File: src/source/i3c_tx_pkg.sv
`default_nettype none

package i3c_tx_pkg;

    // ==========================================================================
    // serializer mode encoding
    // ==========================================================================
    // ack, nack and hold-zero are kept so the encoding lines up with the
    // full controller, this transmit path never selects them
    typedef enum logic [2:0] {
        START_BIT      = 3'b000,
        SERIALIZING    = 3'b001,
        STOP           = 3'b010,
        PARITY         = 3'b011,
        HOLD_ZERO      = 3'b100,
        CTRL_NACK      = 3'b101,
        REPEATED_START = 3'b110,
        CTRL_ACK       = 3'b111
    } ser_mode_e;

    // frame configuration as written by the host
    typedef struct packed {
        logic [7:0] data;
        logic       rep_start;
    } tx_cfg_t;

    // ==========================================================================
    // timing
    // ==========================================================================
    // i_clk cycles per scl half period
    localparam int SCL_HALF_CYC = 4;
    localparam int SCL_CNT_W    = 3;

    // sda low with scl high before the first scl fall
    localparam int START_HOLD_CYC = 6;
    localparam int START_CNT_W    = 3;

    // host register map
    localparam logic REG_DATA = 1'b0;
    localparam logic REG_CTRL = 1'b1;

endpackage

`default_nettype wire

File: src/source/tx_cfg_regs.sv
`timescale 1ns/100ps
`default_nettype none

module tx_cfg_regs
    import i3c_tx_pkg::*;
(
    input  logic       i_clk,
    input  logic       i_rst_n,
    input  logic       i_wr_en,
    input  logic       i_wr_addr,
    input  logic [7:0] i_wr_data,
    output tx_cfg_t    o_cfg,
    output logic       o_go
);

    // ctrl register layout
    //   bit 0 : end the frame with a repeated start
    //   bit 1 : go, self clearing
    //   bits 7:2 are ignored

    always_ff @(posedge i_clk or negedge i_rst_n)
    begin
        if (!i_rst_n)
        begin
            o_cfg <= '0;
            o_go  <= 1'b0;
        end
        else
        begin
            // go is only ever a single cycle strobe
            o_go <= 1'b0;
            if (i_wr_en)
            begin
                case (i_wr_addr)
                    REG_DATA:
                    begin
                        o_cfg.data <= i_wr_data;
                    end
                    REG_CTRL:
                    begin
                        o_cfg.rep_start <= i_wr_data[0];
                        o_go            <= i_wr_data[1];
                    end
                    default:
                    begin
                        o_go <= 1'b0;
                    end
                endcase
            end
        end
    end

endmodule

`default_nettype wire

File: src/source/scl_gen.sv
`timescale 1ns/100ps
`default_nettype none

module scl_gen
    import i3c_tx_pkg::*;
(
    input  logic i_clk,
    input  logic i_rst_n,
    input  logic i_run,
    output logic o_scl,
    output logic o_scl_pos_edge,
    output logic o_scl_neg_edge
);

    logic [SCL_CNT_W-1:0] half_cnt;

    always_ff @(posedge i_clk or negedge i_rst_n)
    begin
        if (!i_rst_n)
        begin
            half_cnt       <= '0;
            o_scl          <= 1'b1;
            o_scl_pos_edge <= 1'b0;
            o_scl_neg_edge <= 1'b0;
        end
        else if (!i_run)
        begin
            // parked high, start and stop are formed on sda alone
            half_cnt       <= '0;
            o_scl          <= 1'b1;
            o_scl_pos_edge <= 1'b0;
            o_scl_neg_edge <= 1'b0;
        end
        else if (half_cnt == SCL_CNT_W'(SCL_HALF_CYC - 1))
        begin
            half_cnt       <= '0;
            o_scl          <= ~o_scl;
            // strobes line up with the cycle in which scl changes
            o_scl_pos_edge <= ~o_scl;
            o_scl_neg_edge <= o_scl;
        end
        else
        begin
            half_cnt       <= half_cnt + 1'b1;
            o_scl_pos_edge <= 1'b0;
            o_scl_neg_edge <= 1'b0;
        end
    end

endmodule

`default_nettype wire

File: src/source/start_hold_timer.sv
`timescale 1ns/100ps
`default_nettype none

module start_hold_timer
    import i3c_tx_pkg::*;
(
    input  logic i_clk,
    input  logic i_rst_n,
    input  logic i_start_pattern,
    output logic o_timer_cas
);

    logic [START_CNT_W-1:0] hold_cnt;

    always_ff @(posedge i_clk or negedge i_rst_n)
    begin
        if (!i_rst_n)
        begin
            hold_cnt    <= '0;
            o_timer_cas <= 1'b0;
        end
        else if (!i_start_pattern)
        begin
            hold_cnt    <= '0;
            o_timer_cas <= 1'b0;
        end
        else
        begin
            // saturate so cas fires once per start request
            if (hold_cnt != START_CNT_W'(START_HOLD_CYC))
            begin
                hold_cnt <= hold_cnt + 1'b1;
            end
            o_timer_cas <= (hold_cnt == START_CNT_W'(START_HOLD_CYC - 1));
        end
    end

endmodule

`default_nettype wire

File: src/source/frame_sequencer.sv
`timescale 1ns/100ps
`default_nettype none

module frame_sequencer
    import i3c_tx_pkg::*;
(
    input  logic       i_clk,
    input  logic       i_rst_n,
    input  tx_cfg_t    i_cfg,
    input  logic       i_go,
    input  logic       i_scl_pos_edge,
    input  logic       i_scl_neg_edge,
    input  logic       i_ser_mode_done,
    output logic       o_ser_en,
    output ser_mode_e  o_ser_mode,
    output logic [2:0] o_ser_count,
    output logic       o_ser_count_done,
    output logic [7:0] o_ser_data,
    output logic       o_scl_run,
    output logic       o_busy,
    output logic       o_done
);

    typedef enum logic [2:0] {
        ST_IDLE,
        ST_START,
        ST_DATA,
        ST_PARITY,
        ST_END
    } seq_state_e;

    seq_state_e state;
    tx_cfg_t    cfg_q;
    // the scl fall that closes the start hold does not advance the count
    logic       first_fall;

    // byte and ending choice frozen for the whole frame
    always_ff @(posedge i_clk)
    begin
        if (state == ST_IDLE && i_go)
        begin
            cfg_q <= i_cfg;
        end
    end

    assign o_ser_data = cfg_q.data;

    // ==========================================================================
    // frame FSM
    // ==========================================================================
    always_ff @(posedge i_clk or negedge i_rst_n)
    begin
        if (!i_rst_n)
        begin
            state            <= ST_IDLE;
            first_fall       <= 1'b0;
            o_ser_en         <= 1'b0;
            o_ser_mode       <= START_BIT;
            o_ser_count      <= 3'd0;
            o_ser_count_done <= 1'b0;
            o_scl_run        <= 1'b0;
            o_busy           <= 1'b0;
            o_done           <= 1'b0;
        end
        else
        begin
            o_done           <= 1'b0;
            o_ser_count_done <= 1'b0;
            case (state)
                ST_IDLE:
                begin
                    if (i_go)
                    begin
                        state      <= ST_START;
                        o_ser_en   <= 1'b1;
                        o_ser_mode <= START_BIT;
                        o_busy     <= 1'b1;
                    end
                end
                ST_START:
                begin
                    // hold time met, let scl run into the first bit
                    if (i_ser_mode_done)
                    begin
                        state       <= ST_DATA;
                        o_scl_run   <= 1'b1;
                        o_ser_mode  <= SERIALIZING;
                        o_ser_count <= 3'd7;
                        first_fall  <= 1'b1;
                    end
                end
                ST_DATA:
                begin
                    if (i_scl_neg_edge)
                    begin
                        if (first_fall)
                        begin
                            first_fall <= 1'b0;
                        end
                        else if (o_ser_count == 3'd0)
                        begin
                            state            <= ST_PARITY;
                            o_ser_mode       <= PARITY;
                            o_ser_count_done <= 1'b1;
                        end
                        else
                        begin
                            o_ser_count <= o_ser_count - 1'b1;
                        end
                    end
                end
                ST_PARITY:
                begin
                    if (i_scl_neg_edge)
                    begin
                        state      <= ST_END;
                        o_ser_mode <= cfg_q.rep_start ? REPEATED_START : STOP;
                    end
                end
                ST_END:
                begin
                    // freeze scl high once it has risen
                    if (i_scl_pos_edge)
                    begin
                        o_scl_run <= 1'b0;
                    end
                    // ignore the T-bit done that arrives while scl still runs
                    if (i_ser_mode_done && !o_scl_run)
                    begin
                        state  <= ST_IDLE;
                        o_busy <= 1'b0;
                        o_done <= 1'b1;
                        // after a repeated start the serializer stays on to keep sda low
                        o_ser_en <= cfg_q.rep_start;
                    end
                end
                default:
                begin
                    state <= ST_IDLE;
                end
            endcase
        end
    end

endmodule

`default_nettype wire

File: src/source/controller_tx.sv
`timescale 1ns/100ps
`default_nettype none

module controller_tx
    import i3c_tx_pkg::*;
(
    input  logic       i_clk,
    input  logic       i_rst_n,
    input  logic       i_ser_scl,
    input  logic       i_ser_scl_pos_edge,
    input  logic       i_ser_scl_neg_edge,
    input  logic       i_ser_en,
    input  ser_mode_e  i_ser_mode,
    input  logic [2:0] i_ser_count,
    input  logic       i_ser_count_done,
    input  logic [7:0] i_ser_regf_data,
    input  logic       i_timer_cas,
    output logic       o_start_pattern,
    output logic       o_stop_pattern,
    output logic       o_ser_s_data,
    output logic       o_ser_mode_done
);

    // ==========================================================================
    // sda serializer
    // ==========================================================================
    always_ff @(posedge i_clk or negedge i_rst_n)
    begin
        if (!i_rst_n)
        begin
            o_start_pattern <= 1'b0;
            o_stop_pattern  <= 1'b0;
            o_ser_s_data    <= 1'b1;
            o_ser_mode_done <= 1'b0;
        end
        else if (i_ser_en)
        begin
            case (i_ser_mode)
                START_BIT:
                begin
                    o_stop_pattern  <= 1'b0;
                    o_start_pattern <= 1'b0;
                    o_ser_mode_done <= 1'b0;
                    if (i_ser_scl)
                    begin
                        o_ser_s_data <= 1'b0;
                        // ask the timer for the hold, done once it answers
                        if (!o_ser_mode_done)
                        begin
                            if (i_timer_cas)
                            begin
                                o_ser_mode_done <= 1'b1;
                            end
                            else
                            begin
                                o_start_pattern <= 1'b1;
                            end
                        end
                    end
                    else
                    begin
                        o_ser_s_data <= 1'b1;
                    end
                end
                SERIALIZING:
                begin
                    o_start_pattern <= 1'b0;
                    o_stop_pattern  <= 1'b0;
                    o_ser_mode_done <= i_ser_count_done;
                    // new bit only while scl is low
                    if (!i_ser_scl)
                    begin
                        o_ser_s_data <= i_ser_regf_data[i_ser_count];
                    end
                end
                PARITY:
                begin
                    o_start_pattern <= 1'b0;
                    o_stop_pattern  <= 1'b0;
                    o_ser_mode_done <= i_ser_scl_neg_edge;
                    if (!i_ser_scl)
                    begin
                        // T-bit, odd parity over the byte
                        o_ser_s_data <= ~^i_ser_regf_data;
                    end
                end
                STOP:
                begin
                    o_start_pattern <= 1'b0;
                    o_ser_mode_done <= 1'b0;
                    o_ser_s_data    <= 1'b0;
                    if (i_ser_scl)
                    begin
                        o_ser_s_data    <= 1'b1;
                        o_stop_pattern  <= 1'b1;
                        o_ser_mode_done <= !o_ser_mode_done;
                    end
                end
                REPEATED_START:
                begin
                    o_start_pattern <= 1'b0;
                    o_stop_pattern  <= 1'b0;
                    // high through the low phase, falls once scl is high
                    o_ser_s_data    <= !i_ser_scl;
                    o_ser_mode_done <= i_ser_scl_pos_edge;
                end
                default:
                begin
                    o_start_pattern <= 1'b0;
                    o_stop_pattern  <= 1'b0;
                    o_ser_mode_done <= 1'b0;
                end
            endcase
        end
        else
        begin
            // idle bus
            o_start_pattern <= 1'b0;
            o_stop_pattern  <= 1'b0;
            o_ser_s_data    <= 1'b1;
            o_ser_mode_done <= 1'b0;
        end
    end

endmodule

`default_nettype wire

File: src/source/i3c_tx_top.sv
`timescale 1ns/100ps
`default_nettype none

module i3c_tx_top
    import i3c_tx_pkg::*;
(
    input  logic       i_clk,
    input  logic       i_rst_n,
    input  logic       i_wr_en,
    input  logic       i_wr_addr,
    input  logic [7:0] i_wr_data,
    output logic       o_scl,
    output logic       o_sda,
    output logic       o_busy,
    output logic       o_done
);

    tx_cfg_t    cfg;
    logic       go;
    logic       ser_en;
    ser_mode_e  ser_mode;
    logic [2:0] ser_count;
    logic       ser_count_done;
    logic [7:0] ser_data;
    logic       ser_mode_done;
    logic       scl_run;
    logic       scl_pos_edge;
    logic       scl_neg_edge;
    logic       start_pattern;
    logic       timer_cas;

    tx_cfg_regs u_regs (
        .i_clk     (i_clk),
        .i_rst_n   (i_rst_n),
        .i_wr_en   (i_wr_en),
        .i_wr_addr (i_wr_addr),
        .i_wr_data (i_wr_data),
        .o_cfg     (cfg),
        .o_go      (go)
    );

    frame_sequencer u_seq (
        .i_clk            (i_clk),
        .i_rst_n          (i_rst_n),
        .i_cfg            (cfg),
        .i_go             (go),
        .i_scl_pos_edge   (scl_pos_edge),
        .i_scl_neg_edge   (scl_neg_edge),
        .i_ser_mode_done  (ser_mode_done),
        .o_ser_en         (ser_en),
        .o_ser_mode       (ser_mode),
        .o_ser_count      (ser_count),
        .o_ser_count_done (ser_count_done),
        .o_ser_data       (ser_data),
        .o_scl_run        (scl_run),
        .o_busy           (o_busy),
        .o_done           (o_done)
    );

    scl_gen u_scl (
        .i_clk          (i_clk),
        .i_rst_n        (i_rst_n),
        .i_run          (scl_run),
        .o_scl          (o_scl),
        .o_scl_pos_edge (scl_pos_edge),
        .o_scl_neg_edge (scl_neg_edge)
    );

    start_hold_timer u_timer (
        .i_clk           (i_clk),
        .i_rst_n         (i_rst_n),
        .i_start_pattern (start_pattern),
        .o_timer_cas     (timer_cas)
    );

    // stop pattern has no consumer in the transmit-only path
    controller_tx u_ser (
        .i_clk              (i_clk),
        .i_rst_n            (i_rst_n),
        .i_ser_scl          (o_scl),
        .i_ser_scl_pos_edge (scl_pos_edge),
        .i_ser_scl_neg_edge (scl_neg_edge),
        .i_ser_en           (ser_en),
        .i_ser_mode         (ser_mode),
        .i_ser_count        (ser_count),
        .i_ser_count_done   (ser_count_done),
        .i_ser_regf_data    (ser_data),
        .i_timer_cas        (timer_cas),
        .o_start_pattern    (start_pattern),
        .o_stop_pattern     (),
        .o_ser_s_data       (o_sda),
        .o_ser_mode_done    (ser_mode_done)
    );

endmodule

`default_nettype wire

File: config.mk
export PLATFORM = sky130hd
export DESIGN_NAME = i3c_tx_top
export DESIGN_NICKNAME = d
export VERILOG_FILES = /design/src/source/i3c_tx_pkg.sv /design/src/source/tx_cfg_regs.sv /design/src/source/scl_gen.sv /design/src/source/start_hold_timer.sv /design/src/source/frame_sequencer.sv /design/src/source/controller_tx.sv /design/src/source/i3c_tx_top.sv
export SDC_FILE = /design/constraint.sdc
export NUM_CORES = 1
export LEC_CHECK = 0
export BUFFER_PORTS_ARGS = -buffer_cell sky130_fd_sc_hd__buf_2
export CORE_MARGIN = 1
export CORE_UTILIZATION = 55
export CTS_CLUSTER_SIZE = 8
export DETAILED_ROUTE_END_ITERATION = 8
export GPL_TIMING_DRIVEN = 0
export PLACE_DENSITY = 0.74
export REMOVE_ABC_BUFFERS = 1
export SYNTH_ARGS = -nofsm -noshare
export SYNTH_HDL_FRONTEND = slang
export SYNTH_SLANG_ARGS = --single-unit
File: constraint.sdc
create_clock -name i_clk -period 3.76 [get_ports i_clk]
set_input_delay 0.564 -clock i_clk [delete_from_list [all_inputs] [get_ports i_clk]]
set_output_delay 0.564 -clock i_clk [all_outputs]
set_load 0.005 [all_outputs]
Word-level counts from Yosys, hierarchy flattened
Index checks and enable logic that the tools add are counted.

word-level totals
  flip-flop bits (word level) = 47
  bits of input ports = 12
  word-level logic and storage cells = 142
  output and inout port bits = 4

operators by class
  mux-type cells = 66
  add/subtract/negate cells = 3
  reduce and logical (&&, ||, !) cells = 22
  order comparisons = 1
  bitwise gates (word level) = 2
  equality and inequality tests = 25

operators by type and width
  cell                                                                    count
  3-bit 2-to-1 mux                                                        19
  1-bit 2-to-1 mux                                                        37
  3-bit by 2-bit equality test with 1-bit output (second input constant)  5
  3-bit case mux with 5 select lines                                      1
  2-bit by 1-bit != test with 1-bit output (second input constant)        7
  7-bit AND reduction                                                     2
  3-bit case mux with 4 select lines                                      1
  3-bit AND reduction                                                     4
  1-bit case mux with 5 select lines                                      2
  3-bit equality test (second input constant)                             3
  3-bit zero test                                                         3
  3-bit != test (second input constant)                                   3
  2-bit != test (second input constant)                                   4
  1-bit case mux with 2 select lines                                      4
  8-bit XNOR reduction                                                    1
  3-bit by 1-bit adder with 3-bit output (second input constant)          2
  3-bit by 1-bit equality test with 1-bit output (second input constant)  2
  6-bit by 1-bit != test with 1-bit output (second input constant)        1
  3-bit case mux with 2 select lines                                      1
  2-bit nonzero test                                                      3
  5-bit AND reduction                                                     1
  3-bit by 4-bit < comparator with 1-bit output (second input constant)   1
  2-bit AND reduction                                                     2
  4-bit nonzero test                                                      1
  5 further kinds                                                         9

Depth between registers and ports, before layout
Gate-level depths: netlist of the first run.

  depth after elaboration = 5
  gate-level depth with buffers = 6
  gate-level depth less buffers = 6

By module
Synthesis of the first run repeated with hierarchy kept, for this count alone.

second synthesis, totals
  cell total of the unflattened synthesis = 208
  area, all modules = 2,417.3 µm²

by module, submodules not included
  module            sequential area each (µm²)  cells each  area an instance (µm²)  instances
  frame_sequencer   645.6                       105         1,169.9                 1
  tx_cfg_regs       250.2                       23          417.9                   1
  controller_tx     101.3                       44          386.6                   1
  scl_gen           151.4                       17          237.7                   1
  start_hold_timer  100.1                       19          205.2                   1

Worst setup path after synthesis of the first run
Ideal clock, no wire load.

  path type = flip-flop to flip-flop
  start = reg u_seq.state[1]
  end = reg u_seq.cfg_q[0] in the netlist's numbering (enable)
  arrival time = 1.737 ns
  period minus slack after synthesis = 2.142 ns
  buffers on the path = 1
  setup time = 0.405 ns
  cell stages (with the launch flop) = 3
  required time = 3.355 ns
  setup slack = 1.618 ns
  cell sequence = dfrtp_1 -> clkbuf_1 -> nor4b_1

between the ends
  longest elaborated chain between the ends = 2

RTL lines
  what                      line                   text
  start: declaration        frame_sequencer.sv:32  seq_state_e state;
  start signal: assignment  frame_sequencer.sv:55  state <= ST_IDLE;
  start signal: assignment  frame_sequencer.sv:74  state <= ST_START;
  start signal: assignment  frame_sequencer.sv:85  state <= ST_DATA;
  3-bit zero test           frame_sequencer.sv:40  if (state == ST_IDLE && i_go)
  1-bit logical AND         frame_sequencer.sv:40
  end signal: assignment    frame_sequencer.sv:42  cfg_q <= i_cfg;
  end: declaration          frame_sequencer.sv:33  tx_cfg_t cfg_q;

Every way passes these cells.
A chain may end at the register's enable or synchronous reset.

Final worst setup path of the first run
  start = reg u_seq.state[1]
  end = reg u_seq.cfg_q, in the netlist u_seq.o_ser_data[5] (enable)

The elaborated chain is that of the path after synthesis.

==> results of run 1 <==
==> cells in the mapped netlist (all sizes together) (2+ instances only) <==
master  instances  area (um2)
nor3b           3        22.5
and2            2        12.5
nor3            4        20.0
nor2            9        33.8
mux2           12         135
nand3           4        20.0
xnor2           8        70.1
o21ai          13        65.1
edfxtp          9         270
nand2b          5        31.3
nand4           2        12.5
mux2i           2        20.0
nand2          17        63.8
buf             3        15.0
xor2            2        17.5
clkbuf          3        11.3
a21oi          12        60.1
ha              6        75.1
o32ai           2        17.5
a31oi           2        12.5
mux4            2        52.6
nor2b           8        50.1
o211ai          2        20.0
and3            5        31.3
dfstp           2        52.6
dfrtp          36         901
inv            13        48.8
==> layout make-up <==
type / count / area [um2] / share of cell area (%)
Sequential cell: 47 / 1220 / 50.2
Timing Repair Buffer: 15 / 75.1 / 3.08
Inverter: 13 / 48.8 / 2.00
Clock buffer: 5 / 68.8 / 2.82
Multi-Input combinational cell: 131 / 918 / 37.7
Clock inverter: 3 / 43.8 / 1.80
Tap cell: 48 / 60.1 / 2.46
==> per-layer routing <==
layer	global-route usage, %	vias up	part of all wire, %
li1	-	717	-
met1	26.9	699	44
met2	31.4	39	50
met3	6.08	4	5.2
met4	5.43	0	0.84
met5	0	-	0
==> how the worst max path moves through the flow <==
| stage | slack, ns | to |
|---|---|---|
| 2_1_floorplan | 1.71 | u_seq.cfg_q[0]$_DFFE_PP_ |
| 3_3_place_gp | 1.36 | u_seq.o_ser_data[6]$_DFFE_PP_ |
| 3_5_place_dp | 1.91 | u_seq.o_ser_data[7]$_DFFE_PP_ |
| 4_1_cts | 1.91 | u_seq.o_ser_data[2]$_DFFE_PP_ |
| 5_1_grt | 1.78 | u_seq.o_ser_data[5]$_DFFE_PP_ |
| 6_report | 1.95 | u_seq.o_ser_data[5]$_DFFE_PP_ |
==> registers in the layout, summed over array words and instances, names as in the netlist, 3 cells and up <==
name               cells
u_seq.o_ser_count      3
u_scl.half_cnt         3
u_seq.state            3
u_seq.o_ser_mode       3
u_seq.o_ser_data       8
u_regs.o_cfg           9
u_timer.hold_cnt       3
==> per-stage QoR <==
stage | cells | setup slack, ns | hold slack (ns)
6_report | 262 | 1.95 | 0.349
5_1_grt | 262 | 1.78 | 0.400
4_1_cts | 262 | 1.91 | 0.378
3_5_place_dp | 254 | 1.91 | 0.435
3_3_place_gp | 254 | 1.36 | 0.424
2_1_floorplan | 191 | 1.71 | 0.268
==> where the power goes <==
group	switching [W]	internal, W
clock network	0.000169	0.000198
logic	0.000217	0.000235
registers	0.000164	0.000646
==> cells by family (layout without fill, tap and decap cells) <==
logic type | count (synthesis) | in the layout | synth area share [%]
fa+ha+maj | 6 | 6 | 3.40
mux | 16 | 16 | 9.39
compound gates | 36 | 36 | 9.73
buf+inv | 19 | 36 | 3.40
flops | 47 | 47 | 55.3
simple gates | 63 | 63 | 14.8
xor+xnor | 10 | 10 | 3.96
==> impl_metrics.toml, run 1 <==
[global_route]
grtUsageTotal_pct = 20.0
first_global_vias = 1378
grt_first_pass_wirelength_um = 6290
grt_max_degree = 39
grt-ovfl-total = 0
antenna_found_initial = 0

[layout]
nFillCells = 287
drive_above_1_share_pct = 17.3
antenna_cells = 0
mostFrequentLayoutCells = "36 x dfrtp_1, 17 x nand2_1, 15 x buf_2, 12 x inv_1, 12 x a21oi_1"
layout_commonest_cell = "dfrtp_1"
utilization_pct = 64.7
fin_area_um2 = 2440
nets = 231
syn_to_final_growth_pct = 10.3

[placed_design]
portBuffers = 15
place_congestion = 0.870
placed_area_um2 = 2330
dp.final_hpwl_um = 2710

[clocking]
cts-resized-gates = 0
cts_tree = "built"
numCtsBuffers = 5
clockBufferDepth = 2
path_clk_slew_ns = 0.09
htree_levels = 2
clock-root-buffer = "clkbuf_8"
post-cts-setup-buffers = 0
hold_buffers = 0
clkLatencyLatePin_ns = 0.30
cts_sinks = 47

[timing]
tightest_slew_ns = 0.965
period_minus_slack_ns = 1.81
fin_skew_ns = 0.00443
finalHoldViolCount = 0
drv_slew = 0
fmax_mhz = 553
grt_setup_unrepaired = "false"
max-slew-margin-rel_pct = 35.5
tns_ns = 0
setup_viol = 0
fin_crit_sh_pct = 48.1

[route]
final_antenna_net_count = 0
drc_errors = 0
viasPerCell = 5.57
avgRoutedWirePerCell_um = 14.0
first_pass_iters = 4
routed_wl_um = 3680
vias = 1459
first_iter_violations = 138

[power_and_ir_drop]
powerDensity_nw_per_um2 = 668
p_leak_nw = 1.07
ir_drop_mv = 0.468
p_total_w = 0.00163

[logic_synthesis]
async_reset_ff_share_pct = 80.9
synth_edf_count = 9
syn-instance-count = 197
ys_types = 40
seq_area_frac_synth_pct = 55.3
avgSynthCellArea_um2 = 11.2
ys_ff_latch = 47
syn_area_um2 = 2210
synth_ff_type = "dfrtp_1"
yosysWarnings = 0

[worst_setup_path]
worst-path-stages = 1
critical_path_buf_inv_count = 0
critPathLaunchType = "flip-flop"
path_class = "flip-flop to flip-flop"
crit_chain = "nor4b_2"
critPathMaxFanout = 13
reg2reg_from = "u_seq.state[1]$_DFFE_PN0P_"
reg2reg_slack_ns = 1.95
r2r_end = "u_seq.o_ser_data[5]$_DFFE_PP_"
cp.arrival_ns = 1.73
crit_family = "simple AND/OR/NAND/NOR gates"
end_kind = "flip-flop"
cp_slowest_cell = "nor4b_2"
max_stage_delay_ns = 0.91
required_ns = 3.69
reg2reg_depth = 1
crit_start = "u_seq.state[1]$_DFFE_PN0P_"

[run_status]
outcome = "complete, no violations"

[floorplan]
core_um2 = 3770
die_h_um = 65.4
die_area_um2 = 4280
rows = 22
die_w_um = 65.4
pin_count = 16
start_util_pct = 58.6

[run]
maxCapViolations = 0

[hold_path]
hold_path_class = "primary input to asynchronous set/reset pin"
Power figures use the tool's default switching activity.
==> run 2: changes to the inputs <==
ABC_AREA = 1   (was not set)
CORE_UTILIZATION = 53   (was 55)
clock period = 1.6 ns   (was 3.76 ns; I/O delays follow)
==> run 2 against run 1 <==
Effect of this change:
- synthesized area grew 3.1%
- sequential share of layout area shrank 3.5 points
- utilization is essentially flat
- total power grew to 2.6 times the previous value
- clock skew grew 0.0070 ns
- wire length grew 9.9%
==> impl_metrics.toml, run 2 <==
[timing]
setup_viol = 0
drv_slew = 0
period_minus_slack_ns = 1.50
finalHoldViolCount = 0
fin_crit_sh_pct = 93.9
tightest_slew_ns = 0.799
fin_skew_ns = 0.0114
fmax_mhz = 666
max-slew-margin-rel_pct = 46.7
grt_setup_unrepaired = "true"
whs_ns = 0.0128
fin_ws_ns = 0.0982

[placed_design]
dp.final_hpwl_um = 2890
place_ws_ns = -0.219
portBuffers = 15
placed_area_um2 = 2410
place_congestion = 0.873

[clocking]
clockBufferDepth = 2
path_clk_slew_ns = 0.09
clkLatencyLatePin_ns = 0.31
clock-root-buffer = "clkbuf_8"
cts_sinks = 47
htree_levels = 2
numCtsBuffers = 5
cts_tree = "built"

[layout]
fin_area_um2 = 2630
largest_register = "u_regs.o_cfg"
nFillCells = 315
antenna_cells = 0
largest_reg_flops = 9
mostFrequentLayoutCells = "75 x nand2_1, 38 x inv_1, 34 x dfrtp_1"
syn_to_final_growth_pct = 15.1
nets = 308
register_area_um2 = 1230
layout_commonest_cell = "nand2_1"
multi_input_area_um2 = 913
drive_above_1_share_pct = 22.0

[floorplan]
rows = 23
start_util_pct = 56.2
die_area_um2 = 4570
die_w_um = 67.6
die_h_um = 67.6
core_um2 = 4060
pin_count = 16

[global_route]
grt_first_pass_wirelength_um = 6800
grt-ovfl-total = 0
first_global_vias = 1524
grtUsageTotal_pct = 20.5
antenna_found_initial = 0
grt_max_degree = 39

[route]
top_layer_used = "met4"
wl_met2_um = 1950
routed_wl_um = 4050
met3_wirelength_um = 124
first_pass_iters = 4
vias = 1708
drt-met1-wl_um = 1910
viasPerCell = 5.01
drc_errors = 0
final_antenna_net_count = 0
first_iter_violations = 84
avgRoutedWirePerCell_um = 11.9

[worst_setup_path]
critical_path_buf_inv_count = 2
critPathMaxFanout = 6
max_stage_delay_ns = 0.41
crit_start = "u_seq.o_ser_count[1]$_DFFE_PN0P_"
reg2reg_from = "u_seq.o_ser_count[1]$_DFFE_PN0P_"
end_kind = "flip-flop"
cp_slowest_cell = "dfrtp_1"
cp.arrival_ns = 1.69
crit_family = "simple AND/OR/NAND/NOR gates"
crit_chain = "inv_2, ha_4, nand2_4, nor2_2, nor2_1, nor2_1, nand3_2, inv_4, nand2_4, nand2_1, o21ai_1"
critPathLaunchType = "flip-flop"
required_ns = 1.79
path_class = "flip-flop to flip-flop"

[power_and_ir_drop]
p_total_w = 0.00416
p_leak_nw = 1.31
powerDensity_nw_per_um2 = 1590
ir_drop_mv = 1.04

[logic_synthesis]
synth_ff_type = "dfrtp_1"
ys_ff_latch = 47
yosysMostFrequentCell = "nand2_1"
yosysWarnings = 0
synth_common_cells = "77 x nand2_1, 40 x inv_1, 36 x dfrtp_1"
yosysTopAreaCellShare_pct = 39.5
synth_area_leaders = "dfrtp_1 40%, nand2_1 13%, edfxtp_1 12%, inv_1 6.6%, ha_1 3.3%"
syn_area_um2 = 2280
avgSynthCellArea_um2 = 8.73
ys_types = 32
syn-instance-count = 261
yosysTopAreaCell = "dfrtp_1"
async_reset_ff_share_pct = 80.9
synth_edf_count = 9
seq_area_frac_synth_pct = 53.7

[run]
maxCapViolations = 0

[hold_path]
hold_path_class = "primary input to asynchronous set/reset pin"

[run_status]
outcome = "complete, no violations"
## run 2: cell types whose count changed in the layout (fill, tap and decap cells not counted), moves of 5 or more
cell,previous run,this run
nand2_1,17,75
nand3_1,4,15
xnor2_1,8,0
buf_4,0,8
nor2_1,9,14
a21oi_1,12,1
inv_1,12,38
and3_1,5,0
nor2b_1,8,0
o21ai_0,10,15
nand2b_1,5,0
## run 2: metrics by stage
stage               utilization, %  std cells  setup TNS [ns]
floorplan                        -        260               0
global placement              59.5        325           -1.65
detailed placement            59.5        325           -1.92
CTS                           62.4        333               0
global route                  64.7        341         -0.0930
finish                        64.7        341               0
## run 2: power breakdown
group	switching, W	total (W)	internal, W
logic	0.000956	0.00152	0.000566
registers	0.000254	0.00176	0.00151
clock network	0.000411	0.000877	0.000466
## run 2: cell type report
type / count / share of cell area [%]
Inverter: 45 / 6.72
Multi-Input combinational cell: 168 / 34.8
Sequential cell: 47 / 46.7
Timing Repair Buffer: 23 / 5.15
Tap cell: 50 / 2.38
Clock buffer: 5 / 2.62
Clock inverter: 3 / 1.62
## run 2: routing by layer
layer	up-vias	GRT usage (%)
li1	886	-
met2	31	31.6
met4	0	8.78
met5	-	0
met1	786	28.2
met3	5	4.05
## run 2: worst paths after layout
| path | cells past startpoint | slack (ns) | end |
|---|---|---|---|
| min in group i_clk | 2 | 0.15 | u_regs.o_cfg[3]$_DFFE_PN0P_ |
| max | 11 | 0.1 | u_seq.o_ser_mode[1]$_DFFE_PN0P_ |
| max reg2reg | 11 | 0.1 | u_seq.o_ser_mode[1]$_DFFE_PN0P_ |
| min | 1 | 0.01 | u_regs.o_cfg[2]$_DFFE_PN0P_ |
| min reg2reg | 1 | 0.44 | u_scl.half_cnt[0]$_DFF_PN0_ |
| max in group asynchronous | 1 | 1.04 | u_seq.state[0]$_DFFE_PN0P_ |
## run 2: kinds of logic after synthesis
family | Yosys count | synth area share, %
adder cells (fa/ha/maj) | 6 | 3.29
multiplexers | 6 | 2.96
AO/OA/AOI/OAI | 27 | 6.97
buffers and inverters | 46 | 7.68
AND/OR/NAND/NOR | 129 | 25.4
flip-flops | 47 | 53.7
## run 2: what timing repair did
item | 4_1_cts | 5_1_grt
resized for setup | 4 | 11
hold endpoints to repair | 0 | 0
pin swaps | 0 | 4
endpoints found under the setup margin | 15 | 8
hold buffers | 0 | 0
buffers inserted | 0 | 8
==> run 3: changes to the inputs <==
RECOVER_POWER = 50   (was not set)
REMOVE_ABC_BUFFERS = not set   (was 1)
==> run 3 against run 2 <==
Effect of this change:
- final cell count rose by 0.88%
- non-clock buffer count increased by 3
- combinational power up 8%
- maximum frequency is 1.6% lower
- clock-buffer cell count rose by 1
- clock power shrank 2.9%
- flip-flop and latch count unchanged
- first-iteration DRC count up 8.3%
- wire length down 1.5%
- critical path type unchanged
- critical endpoint is now u_seq.o_ser_mode[2]$_DFFE_PN0P_
- largest power group unchanged
==> impl_metrics.toml, run 3 (synthesis results as in run 2) <==
[run_status]
outcome = "complete, no violations"

[placed_design]
place_congestion = 0.843
portBuffers = 15
dp.final_hpwl_um = 2920
dp.cells = 326

[worst_setup_path]
r2r_end = "u_seq.o_ser_mode[2]$_DFFE_PN0P_"
path_class = "flip-flop to flip-flop"
reg2reg_depth = 11
critPathMaxFanout = 6
reg2reg_from = "u_seq.o_ser_count[0]$_DFFE_PN0P_"
reg2reg_slack_ns = 0.07
critPathLaunchType = "flip-flop"
end_kind = "flip-flop"
cp.arrival_ns = 1.72
required_ns = 1.79

[clocking]
clkLatencyLatePin_ns = 0.30
clock-root-buffer = "clkbuf_8"
numCtsBuffers = 5
cts_tree = "built"
path_clk_slew_ns = 0.08
cts_sinks = 47
htree_levels = 2
clockBufferDepth = 2

[timing]
tightest_slew_ns = 0.914
tns_ns = 0
fmax_mhz = 655
fin_crit_sh_pct = 95.4
drv_slew = 0
setup_viol = 0
period_minus_slack_ns = 1.53
max-slew-margin-rel_pct = 39.1
fin_skew_ns = 0.00667
finalHoldViolCount = 0
grt_setup_unrepaired = "true"

[route]
met3_wirelength_um = 169
vias = 1737
routed_wl_um = 3980
final_antenna_net_count = 0
top_layer_used = "met4"
first_pass_iters = 4
avgRoutedWirePerCell_um = 11.6
wl_met2_um = 1830
first_iter_violations = 91
viasPerCell = 5.05
drt-met1-wl_um = 1910
drc_errors = 0

[logic_synthesis]
syn_nets = 279

[hold_path]
hold_path_class = "primary input to asynchronous set/reset pin"

[floorplan]
rows = 23
die_w_um = 67.6
start_util_pct = 56.2
die_area_um2 = 4570
pin_count = 16
die_h_um = 67.6
core_um2 = 4060

[layout]
syn_to_final_growth_pct = 16.8
stdcell_count = 344
nets = 311
largest_reg_flops = 9
mostFrequentLayoutCells = "73 x nand2_1, 38 x inv_1, 35 x dfrtp_1, 15 x nand3_1"
drive_above_1_share_pct = 23.8
largest_register = "u_regs.o_cfg"
antenna_cells = 0
layout_commonest_cell = "nand2_1"

[global_route]
grt_first_pass_wirelength_um = 6460
antenna_found_initial = 0
grt_max_degree = 39
grt-ovfl-total = 0
grtUsageTotal_pct = 19.7
first_global_vias = 1505

[run]
maxCapViolations = 0

[power_and_ir_drop]
powerDensity_nw_per_um2 = 1590
p_leak_nw = 1.33
ir_drop_mv = 1.41
## run 3: cell types whose count changed in the layout (fill, tap and decap cells not counted), moves of 2 or more
cell      previous run  this run
clkbuf_2             0         2
buf_4                8        10
nor2_1              14        12
nand2_2              3         5
nand2_1             75        73
## run 3: stage by stage
step | worst slack [ns] | hold slack (ns) | instance area [um2] | power [W] | util [%]
3_3_place_gp | -0.148 | 0.391 | 2420 | 0.00312 | 59.6
2_1_floorplan | 0.111 | -0.0556 | 2280 | 0.00283 | -
6_report | 0.0731 | 0.0535 | 2660 | 0.00423 | 65.6
5_1_grt | -0.0394 | 0.150 | 2660 | 0.00456 | 65.6
3_5_place_dp | -0.216 | 0.390 | 2420 | 0.00317 | 59.6
4_1_cts | 0.00363 | 0.0654 | 2530 | 0.00404 | 62.5
## run 3: layout make-up
class	instances	area [um2]
tap	50	62.6
buffer	1	5.00
clock buffer	6	72.6
clock inverter	2	36.3
sequential	47	1220
fill	304	1400
timing repair buffer	25	150
multi-input combinational	168	937
inverter	45	174
## run 3: power by group
part	internal, W	switching (W)
clock	0.000467	0.000385
sequential	0.00151	0.000232
combinational	0.000603	0.00103
total	0.00258	0.00165
## run 3: repair_timing
item,CTS,global route
hold endpoints to repair,0,0
endpoints found under the setup margin,16,8
gates resized for setup,4,16
pin swaps,0,6
cloned,0,0
buffers inserted,0,10
hold buffers,0,0
## run 3: worst max path at each step
stage	start	to	slack, ns	depth (start not counted)
3_3_place_gp	u_seq.state[0]$_DFFE_PN0P_	u_seq.o_ser_en$_DFFE_PN0P_	-0.15	6
2_1_floorplan	u_seq.state[0]$_DFFE_PN0P_	u_seq.o_ser_en$_DFFE_PN0P_	0.11	6
4_1_cts	u_seq.o_ser_count[0]$_DFFE_PN0P_	u_seq.o_ser_mode[1]$_DFFE_PN0P_	0.004	11
6_report	u_seq.o_ser_count[0]$_DFFE_PN0P_	u_seq.o_ser_mode[2]$_DFFE_PN0P_	0.07	11
5_1_grt	u_seq.o_ser_count[0]$_DFFE_PN0P_	u_seq.o_ser_mode[2]$_DFFE_PN0P_	-0.04	11
3_5_place_dp	u_seq.state[0]$_DFFE_PN0P_	u_seq.o_ser_en$_DFFE_PN0P_	-0.22	6
## run 3: metal layers
| layer | up-vias | GRT usage [%] |
|---|---|---|
| met3 | 8 | 5.07 |
| met4 | 0 | 9.04 |
| met1 | 791 | 26.7 |
| met2 | 34 | 29.5 |
| met5 | - | 0 |
| li1 | 904 | - |
## run 3: critical path, cell delays in order, from the launching register on
cell	delay, ns
dfrtp_2	0.44
inv_4	0.09
ha_4	0.14
nand2_4	0.06
nor2_4	0.11
nor2_2	0.04
nor2_1	0.12
nand3_2	0.13
inv_4	0.11
nand2_8	0.07
nand2_2	0.06
o21ai_1	0.05
